<file path="src/common/mm_bus_pkg.sv">
/*
 * Bus definitions shared by the core ports, the decoder and the RAM.
 */
`default_nettype none

package mm_bus_pkg;

    localparam int unsigned ADDR_W = 32;
    localparam int unsigned DATA_W = 32;
    localparam int unsigned BE_W   = 4;

    typedef logic [ADDR_W-1:0] addr_t;
    typedef logic [DATA_W-1:0] word_t;
    typedef logic [BE_W-1:0]   be_t;

    // source of the registered read data
    typedef enum logic [1:0] {
        SEL_RAM,
        SEL_ROM,
        SEL_UNMAP,
        SEL_IDLE
    } read_sel_e;

endpackage

`default_nettype wire

</file>
<file path="src/common/mm_map_pkg.sv">
/*
 * Memory map of the simulation memory system. Holds the region bases and
 * lengths, the special data words and the region classification.
 */
`default_nettype none

package mm_map_pkg;

    // sram is also mirrored at address zero
    localparam logic [31:0] SRAM_BASE = 32'h1C00_0000;

    localparam logic [31:0] ROM_BASE = 32'h1A00_0000;
    localparam logic [31:0] ROM_LEN  = 32'h0000_1000;

    localparam logic [31:0] CNTRL_BASE = 32'h1A10_4000;
    localparam logic [31:0] CNTRL_LEN  = 32'h0000_1000;

    localparam logic [31:0] TIMER_BASE = 32'h1A10_B000;
    localparam logic [31:0] TIMER_LEN  = 32'h0000_1000;

    // register offsets inside the timer region
    localparam logic [31:0] TIMER_MASK_OFS = 32'h0000_0000;
    localparam logic [31:0] TIMER_CNT_OFS  = 32'h0000_0004;

    localparam logic [31:0] PASS_CODE = 32'h0000_F00D;

    // jal x0, 0
    localparam logic [31:0] BOOT_LOOP_INSTR = 32'h0000_006F;

    // mask bit and interrupt id of the timer
    localparam logic [4:0] TIMER_IRQ_ID = 5'd3;

    typedef enum logic [2:0] {
        REG_RAM,
        REG_ROM,
        REG_CNTRL,
        REG_TIMER,
        REG_UNMAP
    } region_e;

endpackage

`default_nettype wire

</file>
<file path="src/design/mm_timer.sv">
/*
 * Countdown timer. A mask register enables the interrupt, the count
 * register counts down once per cycle and raises irq when it expires.
 */
`timescale 1ns/1ps
`default_nettype none

module mm_timer (
    input  wire logic              clk_i,
    input  wire logic              rst_ni,

    input  wire logic              timer_we_i,
    input  wire logic              timer_sel_cnt_i,
    input  wire mm_bus_pkg::word_t timer_wdata_i,

    input  wire logic              irq_ack_i,
    input  wire logic [4:0]        irq_id_i,
    output logic                   irq_o
);
    import mm_bus_pkg::*;
    import mm_map_pkg::*;

    word_t mask_q;
    word_t cnt_q;

    always_ff @(posedge clk_i or negedge rst_ni) begin
        if (!rst_ni) begin
            mask_q <= '0;
            cnt_q  <= '0;
            irq_o  <= 1'b0;
        end else if (timer_we_i) begin
            // a write holds the count for this cycle
            if (timer_sel_cnt_i) begin
                cnt_q <= timer_wdata_i;
            end else begin
                mask_q <= timer_wdata_i;
            end
        end else begin
            if (cnt_q != '0) begin
                cnt_q <= cnt_q - word_t'(1);
            end

            // expiry when leaving one
            if (cnt_q == word_t'(1) && mask_q[TIMER_IRQ_ID]) begin
                irq_o <= 1'b1;
            end

            // ack wins over a simultaneous expiry
            if (irq_ack_i && irq_id_i == TIMER_IRQ_ID) begin
                irq_o <= 1'b0;
            end
        end
    end

endmodule

`default_nettype wire

</file>
<file path="config.mk">
export PLATFORM = sky130hd
export DESIGN_NAME = mm_timer
export DESIGN_NICKNAME = d
export VERILOG_FILES = /design/src/common/mm_bus_pkg.sv /design/src/common/mm_map_pkg.sv /design/src/design/mm_timer.sv
export SDC_FILE = /design/constraint.sdc
export NUM_CORES = 1
export LEC_CHECK = 0
export ABC_AREA = 1
export BUFFER_PORTS_ARGS = -buffer_cell sky130_fd_sc_hd__buf_2
export CAP_MARGIN = 20
export CORE_ASPECT_RATIO = 1.25
export CORE_MARGIN = 2
export CORE_UTILIZATION = 59
export CTS_BUF_LIST = sky130_fd_sc_hd__clkbuf_8
export CTS_CLUSTER_DIAMETER = 120
export DETAILED_ROUTE_END_ITERATION = 12
export GPL_TIMING_DRIVEN = 1
export PLACE_DENSITY = 0.91
export REMOVE_ABC_BUFFERS = 1
export SYNTH_ARGS = -nofsm -noshare
export SYNTH_HDL_FRONTEND = slang
export SYNTH_SLANG_ARGS = --single-unit
</file>
<file path="constraint.sdc">
create_clock -name clk_i -period 1.85 [get_ports clk_i]
set_input_delay 0.0925 -clock clk_i [delete_from_list [all_inputs] [get_ports clk_i]]
set_output_delay 0.0925 -clock clk_i [all_outputs]
set_load 0.03 [all_outputs]
</file>
# Word-level counts from Yosys, hierarchy flattened
# Index checks and enable logic that the tools add are counted.
# word_totals
ff_bits	37
in_bits	42
word_cells	22
out_inout_bits	1
# op_classes
muxes	5
n_bitwise	2
eq_ne	3
n_reduce_logical	8
addsub	1
# ops
cell	n
$mux W32	3
$eq A32 B1 Y1 const B	1
$reduce_bool A32 Y1	1
$sub A32 B1 Y32 const B	1
$reduce_and A2 Y1	3
$eq A5 B2 Y1 const B	1
$reduce_bool A2 Y1	2
$logic_and A1 B1 Y1	2
$mux W1	2
$ne A2 B1 Y1 const B	1
$not A1 Y1	2

# Depth between registers and ports, before layout
# logic_depth
ltp_word	4
ltp_mapped	12
depth_no_buf	12

# Least setup slack after synthesis
# Ideal clock, no wire load.
# synth_timing
path_kind	register to register
start	register cnt_q[0]
end	register cnt_q[26]
path_slack_ns	0.180
setup_ns	0.117
n_path_buf	1
required_time_ns	1.733
path_stages_with_launch	11
period_less_slack_ns	1.670
arrival_ns	1.553
cell_sequence	dfrtp_1 > inv_1 > ha_1 > nand2_4 > nor2_8 > nand3_4 > o21ai_4 > buf_6 > nor2_1 > nand2_1 > nand2_1
# synth_between
elab_chain_len	3
word_cells_on_any_way	6
cone_classes	1 x add/sub; 2 x mux; 3 x reduce/logical
# synth_lines
item	line	rtl
start, declared	mm_timer.sv:24	word_t cnt_q;
start signal, assigned	mm_timer.sv:34	cnt_q <= timer_wdata_i;
start signal, assigned	mm_timer.sv:40	cnt_q <= cnt_q - word_t'(1);
$sub A32 B1 Y32 or $reduce_bool A32 Y1 (tied branches)	mm_timer.sv:40, mm_timer.sv:39	
$mux W32 or $reduce_bool A2 Y1 (tied branches)	n/a	
$mux W32 or $reduce_and A2 Y1 (tied branches)	n/a	
# Parallel ways exist; a longest one is shown, timed or not. The select of a mux whose other input is x is not followed.
# A chain may end at the register's enable or synchronous reset.

# Worst setup path after layout
# layout_timing
start	register cnt_q[29]
end	register cnt_q[24]
# layout_between
elab_chain_len	3
# layout_lines
item	line	rtl
$reduce_bool A32 Y1	mm_timer.sv:39	if (cnt_q != '0) begin
$reduce_bool A2 Y1 (no line)	n/a	
$reduce_and A2 Y1 (no line)	n/a	
# Every way passes these cells.

==> impl_metrics.ini <==
[power_and_ir_drop]
leakagePower_nw = 1.863
vdd_drop_max_v = 0.0006405
clock_power_share = 0.266
power_per_cell_area_nw_per_um2 = 728.9
power.switching_uw = 986.4
seq_power_share = 0.368
internal_power_mw = 1.594
p_sw_frac = 0.3823
pwr-share-comb = 0.367

[yosys]
synthCells = 459
synth_top_area_share = 0.3118
ys_seq_area_frac = 0.3118
synthDistinctLibCells = 26
avgSynthCellArea_um2 = 5.945
synth_edf_count = 0
yosysWarnings = 0
ys.flop_type = dfrtp_1
syn-cell-area_um2 = 2729
yosys_register_bits = 34
synth.area.top_cells = dfrtp_1, nand2_1, nor2_1
synth_top_cell_by_area = dfrtp_1
async_flop_share = 1.000

[timing]
max_freq_mhz = 530.6
min_period_ns = 1.885
finalMaxSlewViolations = 0
setup_slack_ns = -0.03471
fin_hold_ws_ns = 0.04789
relSlewSlack = 0.4416
layout_worst_path_cycle_share = 1.019
hold_viol = 0
tightestPinTransition_ns = 0.8375
setup_viol = 5
fin_worst_skew_ns = 0.005350

[worst_setup_path]
crit_start = cnt_q[29]
r2r_end = cnt_q[24]
r2r-start = cnt_q[29]
cp-endpoint = cnt_q[24]
crit_required_ns = 2.04
start_kind = flop
arrival_ns = 2.08
path_max_fanout = 8
rrSetupSlack_ns = -0.03
critPathKind = flop to flop
crit_path_end_kind = flop
rr_worst_depth = 10

[global_routing]
grt-ovfl-total = 0
antenna_found_initial = 0
grt_pass1_vias = 3126
grt_max_degree = 35
grt_pass1_wl_mm = 12.68
grt_usage = 0.3146

[placement]
dpl.hpwl_mm = 5.468
gp_congestion = 0.9469
io_buffers = 42
dp_cells = 579

[detailed_routing]
dr.pass1.iters = 6
dr_total_vias = 3533
drt-total-wl_mm = 9.582
ant_nets = 0
vias_per_cell = 5.888
wl_per_cell_um = 15.97
drc_errors = 0
drt_iter0_drc = 436

[cts]
cts_tree = yes
cts_root_buffer = clkbuf_8
clock_latency_ns = 0.30
h-tree-depth = 2
path_clk_slew_ns = 0.08
clk_path_buf_depth = 2
clock_sinks = 34
cts_made_buffers = 5

[status]
status = finished, violations left
violations = setup timing

[die]
num_rows = 27
initial_utilization = 0.6166
die_y_um = 80.04
num_io_pins = 43
core_um2 = 4425
die_w_um = 64.83
dieArea_um2 = 5189

[finish]
ff_latch_area_um2 = 853.3
drive_gt1_frac = 0.2491
area_growth_pct = 29.71
multi_input_area_um2 = 1719
layout.nets = 585
fillerInstances = 305
antenna_cells = 0
fin_cells = 600

[min_path]
hold_path_class = input port to flop

[run]
cap_violations = 0
-- registers in the layout, summed over array words and instances (netlist names) --
register  cells
cnt_q        32
mask_q        1
irq_o         1
-- repair_timing --
item,4_1_cts,5_1_grt
hold buffers,1,0
pin swaps,0,10
endpoints found under the setup margin,17,32
setup buffers,0,9
endpoints found under the hold margin,34,0
gates cloned,0,4
resized for setup,1,26
-- synth_stat cells (2+ instances only) --
| cell | n |
|---|---|
| inv_1 | 45 |
| nor2_4 | 4 |
| nand2_1 | 172 |
| nand3_1 | 36 |
| o21ai_0 | 14 |
| nor2_2 | 7 |
| nor2_1 | 92 |
| buf_1 | 3 |
| o21ai_1 | 14 |
| buf_2 | 4 |
| clkbuf_1 | 3 |
| xor2_1 | 3 |
| dfrtp_1 | 34 |
| nand4_1 | 10 |
| nand2_2 | 3 |
| a21oi_1 | 2 |
| ha_1 | 2 |
| buf_6 | 3 |
-- worst min path at each step --
stage               depth (start not counted)        end        startpoint  slack [ns]
global placement                            1   cnt_q[0]            rst_ni        0.22
finish                                      3      irq_o       irq_id_i[3]        0.05
detailed placement                          1   cnt_q[0]            rst_ni        0.23
CTS                                         3      irq_o       irq_id_i[2]        0.05
floorplan                                   0   cnt_q[0]            rst_ni       -0.20
global route                                3  mask_q[3]  timer_wdata_i[3]         0.1
-- power groups by stage --
stage / clock network [mW] / registers, mW / logic (mW)
finish: 0.686 / 0.948 / 0.946
global route: 0.706 / 0.956 / 1.04
CTS: 0.683 / 0.928 / 0.794
detailed placement: 0 / 0.942 / 0.781
global placement: 0 / 0.937 / 0.752
floorplan: 0 / 0.944 / 0.453
-- metrics by stage --
stage / TNS (ns) / utilization / total power [mW] / area [um2] / setup slack [ns]
global placement: -1.882 / 0.7226 / 1.688 / 3198 / -0.1233
detailed placement: -3.344 / 0.7226 / 1.724 / 3198 / -0.2635
CTS: 0 / 0.7509 / 2.405 / 3323 / 0.03442
floorplan: -6.460 / - / 1.397 / 2653 / -0.3730
global route: -1.447 / 0.7998 / 2.698 / 3540 / -0.1574
finish: -0.1178 / 0.7998 / 2.580 / 3540 / -0.03471
-- routing by layer --
metal,part of all wire,wire length (um),GRT usage,vias up
met3,0.094,898,0.06629,95
met5,0,0,0,-
met1,0.34,3239,0.3250,1571
met4,0.076,727,0.1936,0
met2,0.49,4716,0.5711,271
li1,-,-,-,1596
-- layout by cell type, fill, tap and decap left out, drive strengths merged --
cell	netlist	layout
o21bai	1	1
a21oi	2	2
and3	1	1
clkbuf	3	11
nand2	176	176
nand4	10	10
inv	45	45
dfrtp	34	34
nor2	104	105
ha	2	2
nand3	37	37
dlygate4sd3	0	1
o21ai	29	29
nor4	1	1
xor2	3	3
buf	10	83
nor3	1	1
-- final cells by class --
class / instances / area share
Clock buffer: 8 / 0.03111
Multi-Input combinational cell: 368 / 0.4857
Timing Repair Buffer: 87 / 0.1739
Inverter: 45 / 0.04772
Sequential cell: 34 / 0.2411
Tap cell: 58 / 0.02050
-- cell families (layout without fill, tap and decap cells) --
| group | Yosys count | count (layout) | share of synthesized area |
|---|---|---|---|
| and+or+nand+nor | 330 | 331 | 0.5158 |
| buffers and inverters | 58 | 140 | 0.08987 |
| DFF | 34 | 34 | 0.3118 |
| AOI/OAI and AO/OA | 32 | 32 | 0.06374 |
| xor gates and xnor gates | 3 | 3 | 0.009630 |
| adders and majority gates | 2 | 2 | 0.009169 |
-- worst max-delay path: stages (launching register included) --
cell,delay [ns]
dfrtp_1,0.44
nor2_2,0.16
nand3_1,0.12
nor2_2,0.12
nand2_2,0.08
buf_4,0.15
o21ai_4,0.30
clkbuf_16,0.24
nor2_1,0.05
nand2_1,0.07
nand2_1,0.05
Note: power is estimated with default switching activity, not from simulation.
