==> config.mk <==
export PLATFORM = sky130hd
export DESIGN_NAME = mm_decoder_flat
export DESIGN_NICKNAME = d
export VERILOG_FILES = /design/src/common/mm_bus_pkg.sv /design/src/common/mm_map_pkg.sv /design/src/common/mem_port_if.sv /design/src/design/mm_decoder.sv /design/src/flat_wrapper.sv
export SDC_FILE = /design/constraint.sdc
export NUM_CORES = 1
export LEC_CHECK = 0
export BUFFER_PORTS_ARGS = -buffer_cell sky130_fd_sc_hd__buf_2
export CORE_AREA = 2 2 132 134
export CTS_BUF_LIST = sky130_fd_sc_hd__clkbuf_16
export CTS_CLUSTER_DIAMETER = 200
export DETAILED_ROUTE_END_ITERATION = 6
export DIE_AREA = 0 0 134 136
export GPL_TIMING_DRIVEN = 0
export SLEW_MARGIN = 5
export SYNTH_ARGS = -nofsm -noshare
export SYNTH_HDL_FRONTEND = slang
export SYNTH_SLANG_ARGS = --single-unit
==> constraint.sdc <==
create_clock -name clk_i -period 1.7 [get_ports clk_i]
set_clock_uncertainty 0.2 [all_clocks]
set_input_delay 0.085 -clock clk_i [delete_from_list [all_inputs] [get_ports clk_i]]
set_output_delay 0.085 -clock clk_i [all_outputs]
set_load 0.005 [all_outputs]
==> src/common/mm_bus_pkg.sv <==
/*
 * Bus definitions shared by the core ports, the decoder and the RAM.
 */
`default_nettype none

package mm_bus_pkg;

    localparam int unsigned ADDR_W = 32;
    localparam int unsigned DATA_W = 32;
    localparam int unsigned BE_W   = 4;

    typedef logic [ADDR_W-1:0] addr_t;
    typedef logic [DATA_W-1:0] word_t;
    typedef logic [BE_W-1:0]   be_t;

    // source of the registered read data
    typedef enum logic [1:0] {
        SEL_RAM,
        SEL_ROM,
        SEL_UNMAP,
        SEL_IDLE
    } read_sel_e;

endpackage

`default_nettype wire

==> src/common/mm_map_pkg.sv <==
/*
 * Memory map of the simulation memory system. Holds the region bases and
 * lengths, the special data words and the region classification.
 */
`default_nettype none

package mm_map_pkg;

    // sram is also mirrored at address zero
    localparam logic [31:0] SRAM_BASE = 32'h1C00_0000;

    localparam logic [31:0] ROM_BASE = 32'h1A00_0000;
    localparam logic [31:0] ROM_LEN  = 32'h0000_1000;

    localparam logic [31:0] CNTRL_BASE = 32'h1A10_4000;
    localparam logic [31:0] CNTRL_LEN  = 32'h0000_1000;

    localparam logic [31:0] TIMER_BASE = 32'h1A10_B000;
    localparam logic [31:0] TIMER_LEN  = 32'h0000_1000;

    // register offsets inside the timer region
    localparam logic [31:0] TIMER_MASK_OFS = 32'h0000_0000;
    localparam logic [31:0] TIMER_CNT_OFS  = 32'h0000_0004;

    localparam logic [31:0] PASS_CODE = 32'h0000_F00D;

    // jal x0, 0
    localparam logic [31:0] BOOT_LOOP_INSTR = 32'h0000_006F;

    // mask bit and interrupt id of the timer
    localparam logic [4:0] TIMER_IRQ_ID = 5'd3;

    typedef enum logic [2:0] {
        REG_RAM,
        REG_ROM,
        REG_CNTRL,
        REG_TIMER,
        REG_UNMAP
    } region_e;

endpackage

`default_nettype wire

==> src/common/mem_port_if.sv <==
/*
 * Word-wide memory request port. The controller issues requests, the
 * memory accepts every request and returns read data one cycle later.
 */
`timescale 1ns/1ps
`default_nettype none

interface mem_port_if #(
    parameter int unsigned RAM_ADDR_WIDTH = 16
);
    import mm_bus_pkg::*;

    logic                      req;
    // byte address, low two bits ignored by the memory
    logic [RAM_ADDR_WIDTH-1:0] addr;
    logic                      we;
    be_t                       be;
    word_t                     wdata;
    word_t                     rdata;

    modport ctrl (
        output req, addr, we, be, wdata,
        input  rdata
    );

    modport mem (
        input  req, addr, we, be, wdata,
        output rdata
    );

endinterface

`default_nettype wire

==> src/design/mm_decoder.sv <==
/*
 * Address decoder for the fetch and core data ports. Steers each access to
 * RAM, boot ROM, test control or timer, generates grant and rvalid and
 * muxes the read data one cycle after the grant.
 */
`timescale 1ns/1ps
`default_nettype none

module mm_decoder #(
    parameter int unsigned RAM_ADDR_WIDTH = 16
) (
    input  wire logic                      clk_i,
    input  wire logic                      rst_ni,

    input  wire logic                      instr_req_i,
    input  wire mm_bus_pkg::addr_t         instr_addr_i,
    output logic                           instr_gnt_o,
    output logic                           instr_rvalid_o,
    output mm_bus_pkg::word_t              instr_rdata_o,

    input  wire logic                      data_req_i,
    input  wire mm_bus_pkg::addr_t         data_addr_i,
    input  wire logic                      data_we_i,
    input  wire mm_bus_pkg::be_t           data_be_i,
    input  wire mm_bus_pkg::word_t         data_wdata_i,
    output logic                           data_gnt_o,
    output logic                           data_rvalid_o,
    output mm_bus_pkg::word_t              data_rdata_o,

    output logic                           tests_passed_o,
    output logic                           tests_failed_o,

    mem_port_if.ctrl                       ram_port,

    output logic                           fetch_req_o,
    output logic [RAM_ADDR_WIDTH-1:0]      fetch_addr_o,
    input  wire mm_bus_pkg::word_t         fetch_rdata_i,

    output logic                           timer_we_o,
    output logic                           timer_sel_cnt_o,
    output mm_bus_pkg::word_t              timer_wdata_o
);
    import mm_bus_pkg::*;
    import mm_map_pkg::*;

    localparam addr_t SRAM_LEN = addr_t'(2 ** RAM_ADDR_WIDTH);

    region_e   instr_region;
    region_e   data_region;
    logic      data_rd;
    logic      data_wr;
    addr_t     timer_ofs;
    read_sel_e instr_sel_d, instr_sel_q;
    read_sel_e data_sel_d, data_sel_q;
    logic      instr_rvalid_q;
    logic      data_rvalid_q;

    function automatic region_e classify(addr_t a);
        // ram mirrored at zero and at the sram base
        if ((a >= SRAM_BASE && a < SRAM_BASE + SRAM_LEN) || a < SRAM_LEN) begin
            return REG_RAM;
        end else if (a >= ROM_BASE && a < ROM_BASE + ROM_LEN) begin
            return REG_ROM;
        end else if (a >= CNTRL_BASE && a < CNTRL_BASE + CNTRL_LEN) begin
            return REG_CNTRL;
        end else if (a >= TIMER_BASE && a < TIMER_BASE + TIMER_LEN) begin
            return REG_TIMER;
        end
        return REG_UNMAP;
    endfunction

    // only ram and rom return data, everything else reads as zero
    function automatic read_sel_e sel_for(region_e r);
        case (r)
            REG_RAM: return SEL_RAM;
            REG_ROM: return SEL_ROM;
            default: return SEL_UNMAP;
        endcase
    endfunction

    function automatic word_t read_mux(read_sel_e s, word_t ram_rdata);
        case (s)
            SEL_RAM: return ram_rdata;
            SEL_ROM: return BOOT_LOOP_INSTR;
            default: return '0;
        endcase
    endfunction

    assign instr_region = classify(instr_addr_i);
    assign data_region  = classify(data_addr_i);
    assign data_rd      = data_req_i && !data_we_i;
    assign data_wr      = data_req_i && data_we_i;

    assign data_gnt_o  = data_req_i;
    // ram fetches use their own port, other fetches wait for an idle data port
    assign instr_gnt_o = instr_req_i && (instr_region == REG_RAM || !data_req_i);

    assign ram_port.req   = data_req_i && data_region == REG_RAM;
    assign ram_port.addr  = data_addr_i[RAM_ADDR_WIDTH-1:0];
    assign ram_port.we    = data_we_i;
    assign ram_port.be    = data_be_i;
    assign ram_port.wdata = data_wdata_i;

    assign fetch_req_o  = instr_req_i && instr_region == REG_RAM;
    assign fetch_addr_o = instr_addr_i[RAM_ADDR_WIDTH-1:0];

    assign tests_passed_o = data_wr && data_region == REG_CNTRL && data_wdata_i == PASS_CODE;
    assign tests_failed_o = data_wr && data_region == REG_CNTRL && data_wdata_i != PASS_CODE;

    // other offsets in the timer region are ignored
    assign timer_ofs       = data_addr_i - TIMER_BASE;
    assign timer_sel_cnt_o = timer_ofs == TIMER_CNT_OFS;
    assign timer_we_o      = data_wr && data_region == REG_TIMER
                             && (timer_ofs == TIMER_MASK_OFS || timer_sel_cnt_o);
    assign timer_wdata_o   = data_wdata_i;

    assign data_sel_d  = data_rd ? sel_for(data_region) : SEL_IDLE;
    assign instr_sel_d = instr_gnt_o ? sel_for(instr_region) : SEL_IDLE;

    always_ff @(posedge clk_i or negedge rst_ni) begin
        if (!rst_ni) begin
            data_sel_q     <= SEL_IDLE;
            instr_sel_q    <= SEL_IDLE;
            data_rvalid_q  <= 1'b0;
            instr_rvalid_q <= 1'b0;
        end else begin
            data_sel_q     <= data_sel_d;
            instr_sel_q    <= instr_sel_d;
            data_rvalid_q  <= data_gnt_o;
            instr_rvalid_q <= instr_gnt_o;
        end
    end

    assign data_rvalid_o  = data_rvalid_q;
    assign instr_rvalid_o = instr_rvalid_q;
    assign data_rdata_o   = read_mux(data_sel_q, ram_port.rdata);
    assign instr_rdata_o  = read_mux(instr_sel_q, fetch_rdata_i);

endmodule

`default_nettype wire

==> src/flat_wrapper.sv <==
// flat-port wrapper written by rule: the top's interface ports become plain ports
module mm_decoder_flat import mm_bus_pkg::*; import mm_map_pkg::*;
#(
    parameter int unsigned RAM_ADDR_WIDTH = 16
)
  (clk_i, rst_ni, instr_req_i, instr_addr_i, instr_gnt_o, instr_rvalid_o, instr_rdata_o, data_req_i, data_addr_i, data_we_i, data_be_i, data_wdata_i, data_gnt_o, data_rvalid_o, data_rdata_o, tests_passed_o, tests_failed_o, fetch_req_o, fetch_addr_o, fetch_rdata_i, timer_we_o, timer_sel_cnt_o, timer_wdata_o, ram_port_req, ram_port_addr, ram_port_we, ram_port_be, ram_port_wdata, ram_port_rdata);
  mem_port_if #(.RAM_ADDR_WIDTH(RAM_ADDR_WIDTH)) ram_port_i ();
  input  wire logic clk_i;
  input  wire logic rst_ni;
  input  wire logic instr_req_i;
  input  wire mm_bus_pkg::addr_t instr_addr_i;
  output logic instr_gnt_o;
  output logic instr_rvalid_o;
  output mm_bus_pkg::word_t instr_rdata_o;
  input  wire logic data_req_i;
  input  wire mm_bus_pkg::addr_t data_addr_i;
  input  wire logic data_we_i;
  input  wire mm_bus_pkg::be_t data_be_i;
  input  wire mm_bus_pkg::word_t data_wdata_i;
  output logic data_gnt_o;
  output logic data_rvalid_o;
  output mm_bus_pkg::word_t data_rdata_o;
  output logic tests_passed_o;
  output logic tests_failed_o;
  output logic fetch_req_o;
  output logic [RAM_ADDR_WIDTH-1:0] fetch_addr_o;
  input  wire mm_bus_pkg::word_t fetch_rdata_i;
  output logic timer_we_o;
  output logic timer_sel_cnt_o;
  output mm_bus_pkg::word_t timer_wdata_o;
  output wire logic [$bits(ram_port_i.req)-1:0] ram_port_req;
  output wire logic [$bits(ram_port_i.addr)-1:0] ram_port_addr;
  output wire logic [$bits(ram_port_i.we)-1:0] ram_port_we;
  output wire logic [$bits(ram_port_i.be)-1:0] ram_port_be;
  output wire logic [$bits(ram_port_i.wdata)-1:0] ram_port_wdata;
  input wire logic [$bits(ram_port_i.rdata)-1:0] ram_port_rdata;
  assign ram_port_req = ram_port_i.req;
  assign ram_port_addr = ram_port_i.addr;
  assign ram_port_we = ram_port_i.we;
  assign ram_port_be = ram_port_i.be;
  assign ram_port_wdata = ram_port_i.wdata;
  assign ram_port_i.rdata = ram_port_rdata;
  mm_decoder #(.RAM_ADDR_WIDTH(RAM_ADDR_WIDTH)) u_core (.clk_i(clk_i), .rst_ni(rst_ni), .instr_req_i(instr_req_i), .instr_addr_i(instr_addr_i), .instr_gnt_o(instr_gnt_o), .instr_rvalid_o(instr_rvalid_o), .instr_rdata_o(instr_rdata_o), .data_req_i(data_req_i), .data_addr_i(data_addr_i), .data_we_i(data_we_i), .data_be_i(data_be_i), .data_wdata_i(data_wdata_i), .data_gnt_o(data_gnt_o), .data_rvalid_o(data_rvalid_o), .data_rdata_o(data_rdata_o), .tests_passed_o(tests_passed_o), .tests_failed_o(tests_failed_o), .ram_port(ram_port_i), .fetch_req_o(fetch_req_o), .fetch_addr_o(fetch_addr_o), .fetch_rdata_i(fetch_rdata_i), .timer_we_o(timer_we_o), .timer_sel_cnt_o(timer_sel_cnt_o), .timer_wdata_o(timer_wdata_o));
endmodule
* Word-level counts from Yosys, hierarchy flattened *
Index checks and enable logic that the tools add are counted.
W data, S select, Z words.

cells by class
  $lt $le $gt $ge = 18
  muxes and demuxes = 24
  reduce and logical (&&, ||, !) cells = 29
  add/sub/neg operators = 1
  equality and inequality tests = 9

operator list
  cell                      number
  $ge A32 B29 Y1 const B    8
  $lt A32 B29 Y1 const B    8
  $pmux W32 S2              2
  $lt A32 B17 Y1 const B    2
  $eq A32 B16 Y1 const B    1
  $eq A32 B3 Y1 const B     1
  $logic_not A32 Y1         1
  $ne A32 B16 Y1 const B    1
  $sub A32 B29 Y32 const B  1
  $mux W3                   10
  $logic_and A1 B1 Y1       18
  $mux W1                   8
  $pmux W2 S2               2
  $eq A3 B1 Y1 const B      2
  $eq A3 B2 Y1 const B      2
  $logic_not A3 Y1          2
  $eq A2 B1 Y1 const B      2
  $logic_not A2 Y1          2
  $logic_or A1 B1 Y1        4
  $mux W2                   2
  $logic_not A1 Y1          2

word-level totals
  bits in registers = 6
  word-level logic and storage cells = 85
  output and inout bits = 175
  bits of input ports = 169

* Longest topological paths before layout *
  depth in word-level cells = 11
  depth in mapped cells = 4
  gate-level depth less buffers = 4

* Least setup slack after synthesis *
Ideal clock, no wire load.

  path type = in2out
  start point = input port data_addr_i[21]
  end point = output port tests_passed_o
  stages on the path = 4
  setup slack = -171 ps
  buffers on the path = 0
  arrival time = 1,586 ps
  required time = 1,415 ps
  cell sequence = or4_4 > nand4bb_1 > or4_4 > nor3b_1

on the way
  longest elaborated chain between the ends = 10
  elaborated cells on any way between the ends = 25
  those cells by class = 9 x order compare; 1 x eq/ne; 8 x mux; 7 x reduce/logical

ends and longest elaborated chain
  what                                              line                source
  start, declared                                   flat_wrapper.sv:16  input wire mm_bus_pkg::addr_t data_addr_i;
  $ge A32 B29 Y1 or $lt A32 B29 Y1 (tied branches)  mm_decoder.sv:66    end else if (a >= TIMER_BASE && a < TIMER_BASE + TIMER_LEN) begin
  $logic_and A1 B1 Y1                               mm_decoder.sv:66
  $mux W1                                           mm_decoder.sv:66
  $mux W1                                           mm_decoder.sv:64    end else if (a >= CNTRL_BASE && a < CNTRL_BASE + CNTRL_LEN) begin
  $mux W1                                           mm_decoder.sv:62    end else if (a >= ROM_BASE && a < ROM_BASE + ROM_LEN) begin
  $mux W1                                           mm_decoder.sv:60    if ((a >= SRAM_BASE && a < SRAM_BASE + SRAM_LEN) || a < SRAM_LEN) begin
  $mux W3 (*)                                       mm_decoder.sv:69    return REG_UNMAP;
  $eq A3 B2 Y1 (*)                                  mm_decoder.sv:107   assign tests_passed_o = data_wr && data_region == REG_CNTRL && data_wdata_i == PASS_CODE;
  $logic_and A1 B1 Y1 (*) (2 in series)             mm_decoder.sv:107
  end, declared                                     flat_wrapper.sv:23  output logic tests_passed_o;

Mark *: on every way between the ends. The rest lies on a longest branch, timed or not.

* Final worst setup path *
  start point = input port data_addr_i[21]
  end point = output port timer_we_o

on the way
  longest elaborated chain between the ends = 10
  elaborated cells on any way between the ends = 29
  those cells by class = 1 x add/sub; 9 x order compare; 2 x eq/ne; 8 x mux; 9 x reduce/logical

ends and longest elaborated chain
  what                                              line                source
  $ge A32 B29 Y1 or $lt A32 B29 Y1 (tied branches)  mm_decoder.sv:66
  $logic_and A1 B1 Y1                               mm_decoder.sv:66
  $mux W1                                           mm_decoder.sv:66
  $mux W1                                           mm_decoder.sv:64
  $mux W1                                           mm_decoder.sv:62
  $mux W1                                           mm_decoder.sv:60
  $mux W3                                           mm_decoder.sv:69
  $eq A3 B2 Y1                                      mm_decoder.sv:113   assign timer_we_o = data_wr && data_region == REG_TIMER
  $logic_and A1 B1 Y1                               mm_decoder.sv:113
  $logic_and A1 B1 Y1 (*)                           mm_decoder.sv:114   && (timer_ofs == TIMER_MASK_OFS || timer_sel_cnt_o);
  end, declared                                     flat_wrapper.sv:28  output logic timer_we_o;

Marks and branches as above.

==> results.yml <==
routing:
  dr.pass1.iters: 4
  wirelength_um: 10200
  avgRoutedWirePerCell_um: 12.0
  dr_total_vias: 3022
  detail_route.vias_per_cell: 3.57
  antenna_violating_nets_post_route: 0
  starting_drt_drc_count: 84
  drc: 0
synth:
  ys_seq_elements: 6
  netlist_instances: 273
  async_flop_share_pct: 100
  synth-warning-count: 0
  synth_top_flop_cell: "sky130_fd_sc_hd__dfstp_2"
  synth_fp_nets: 442
  syn_area_mm2: 0.00191
  synth_edf_count: 0
  post_synth.cell_area_avg_um2: 6.98
  ys_types: 44
  sequential_fraction_of_the_synthesis_area_pct: 8.14
power:
  finalPower_mw: 1.18
  static-leakage-power_nw: 2.51
  vdd_ir_drop_max_uv: 315
  power.density_mw_per_mm2: 279
setup_path:
  critPathRequiredTime_ps: 1410
  timing.critical_path.to: "timer_we_o"
  timing.critical_path.max_delay_family: "simple AND/OR/NAND/NOR gates"
  timing.critical_path.depth: 6
  cp_data_arrival_time_ps: 1710
  critical_path.startpoint_type: "input pin"
  timing_worst_setup_path_type: "in2out"
  timing.critical_path.slowest_stage_cell: "sky130_fd_sc_hd__or4_4"
  path_buf_inv: 2
  critPathMaxFanout: 3
  critical_path.cell_chain: "buf_6 -> or4_4 -> nand4bb_4 -> or4_4 -> and2b_2 -> buf_6"
  crit_path_from: "data_addr_i[21]"
  worstSetupEndpointType: "output port"
  critical_path.max_stage_delay_ps: 520
place:
  place_hpwl_um: 8900
  buffer_ports.inserted: 327
  preCtsSetupSlack_ps: -500
  gp_congestion: 0.806
grt:
  pin_count_of_the_biggest_net_entering_global_routing: 11
  groute.usage.overall_pct: 9.47
  grt_pass1_wl_um: 13900
  antenna_found_initial: 0
  grt_overflow_total: 0
  vias_in_the_first_global_route: 2564
sta:
  final-setup-viol-count: 5
  report.final.slew_viol_count: 0
  achievable-frequency_mhz: 501
  final.min_clock_period_ps: 2000
  hold_viol: 0
  tightest_slew_ps: 371
  min_period_over_period_pct: 117
  setup_slack_ps: -297
  max-slew-margin-rel_pct: 75.1
  rsz_0062_raised_after_global_routing: "yes"
clock_tree:
  cts_inserted_buffers: 3
  clkSinkCount: 6
  cts_htree_levels: 1
  cts_tree: "built"
  clk_transition_reported_paths_ps: 30
  cts-root-buf: "sky130_fd_sc_hd__clkbuf_16"
  cts.path.max_buffers: 2
cells_and_area:
  final_net_count: 792
  drive_gt1_share_pct: 76.0
  layout-area-overhead-vs-synth_pct: 122
  insertedDiodeCount: 0
die:
  start_util_pct: 11.3
  design.die.area_mm2: 0.0182
  floorplan.io_pins: 344
  floorplan.rows: 48
  floorplan.die.width_um: 134
  die_h_um: 136
  fp.coreArea_mm2: 0.0169
run:
  timing.max_cap.violations: 0
outcome:
  violations: "negative setup slack"
  outcome: "finished with violations"
hold_path:
  hp-class: "in2reg"
-- area by class of cell --
| type | instances | area (um^2) |
|---|---|---|
| multi-input combinational | 158 | 1100 |
| timing repair buffer | 345 | 1820 |
| inverter | 3 | 11.3 |
| tap | 225 | 282 |
| buffer | 106 | 788 |
| sequential | 6 | 155 |
| fill | 1899 | 12600 |
| clock buffer | 3 | 75.1 |
-- where the power goes --
part           total [mW]  internal (mW)  switching [mW]
sequential          0.156          0.151         0.00537
combinational       0.649          0.406           0.242
clock               0.375          0.301          0.0737
-- cells by family after synthesis --
| logic type | share of synthesized area [%] |
|---|---|
| simple gates | 43.0 |
| compound gates | 7.35 |
| flops | 8.14 |
| buf+inv | 41.5 |
-- state kept, by name, indices dropped and copies added, names as in the netlist --
name and cells:
u_core.instr_sel_q 2, u_core.data_sel_q 2, u_core.instr_rvalid_o 1, u_core.data_rvalid_o 1
-- cells in the mapped netlist (all sizes together), types with 2 or more instances --
master  count  area share (%)
nand4       3            0.98
nand2       5            0.98
dfstp       4             5.5
clkbuf      4            0.79
inv         3            0.59
a21oi       3            0.79
nand4b      3             1.4
nand3       2            0.52
nor4b       2            0.92
o21ai       2            0.52
nor3        5             1.3
buf       102              40
and2       53              17
nor4       12             3.9
a211oi      2            0.79
or4         7             3.1
nor2b       2            0.66
nor2       33             6.5
dfrtp       2             2.6
-- worst min-delay path by stage --
stage | from | to | slack, ps | cells after the start
6_report | instr_addr_i[25] | u_core.instr_sel_q[1]$_DFF_PN1_ | 9 | 3
5_1_grt | instr_addr_i[25] | u_core.instr_sel_q[1]$_DFF_PN1_ | 50 | 3
4_1_cts | instr_addr_i[25] | u_core.instr_sel_q[1]$_DFF_PN1_ | -5 | 3
3_5_place_dp | rst_ni | u_core.instr_rvalid_o$_DFF_PN0_ | -270 | 1
3_3_place_gp | rst_ni | u_core.instr_rvalid_o$_DFF_PN0_ | -280 | 1
2_1_floorplan | rst_ni | u_core.data_rvalid_o$_DFF_PN0_ | -410 | 0
-- cells in the final DEF, fill, tap and decap left out, drive strengths merged, types with 3 or more instances in the layout --
cell and n:
a21oi 3, and2 53, buf 441, clkbuf 4, dfstp 4, dlygate4sd3 9, inv 3, nand2 5
nand4 3, nand4b 3, nor2 33, nor3 5, nor4 12, or4 7
-- per-stage QoR --
| step | cell area (um^2) | std cells | TNS, ps | hold WS (ps) | util [%] |
|---|---|---|---|---|---|
| 2_1_floorplan | 1920 | 273 | -186 | -411 | - |
| 3_3_place_gp | 3830 | 825 | -2290 | -281 | 22.7 |
| 3_5_place_dp | 3830 | 825 | -2450 | -275 | 22.7 |
| 4_1_cts | 4150 | 842 | -1260 | -5.23 | 24.6 |
| 5_1_grt | 4230 | 846 | -1560 | 50.4 | 25.1 |
| 6_report | 4230 | 846 | -1250 | 9.02 | 25.1 |
-- repair_timing --
action	CTS	global route
pin swaps	4	4
hold buffers	8	1
hold endpoints to repair	11	1
setup buffers	6	3
gates resized for setup	22	15
setup endpoints to repair	47	36
gates cloned	0	0
-- routing by layer --
metal / track usage (%) / wire length (um) / vias to the layer above
li1: - / - / 1518
met1: 12.8 / 4260 / 1342
met2: 16.5 / 5020 / 160
met3: 1.45 / 899 / 2
met4: 0.709 / 6 / 0
met5: 0 / 0 / -
Note: power is estimated with default switching activity, not from simulation.
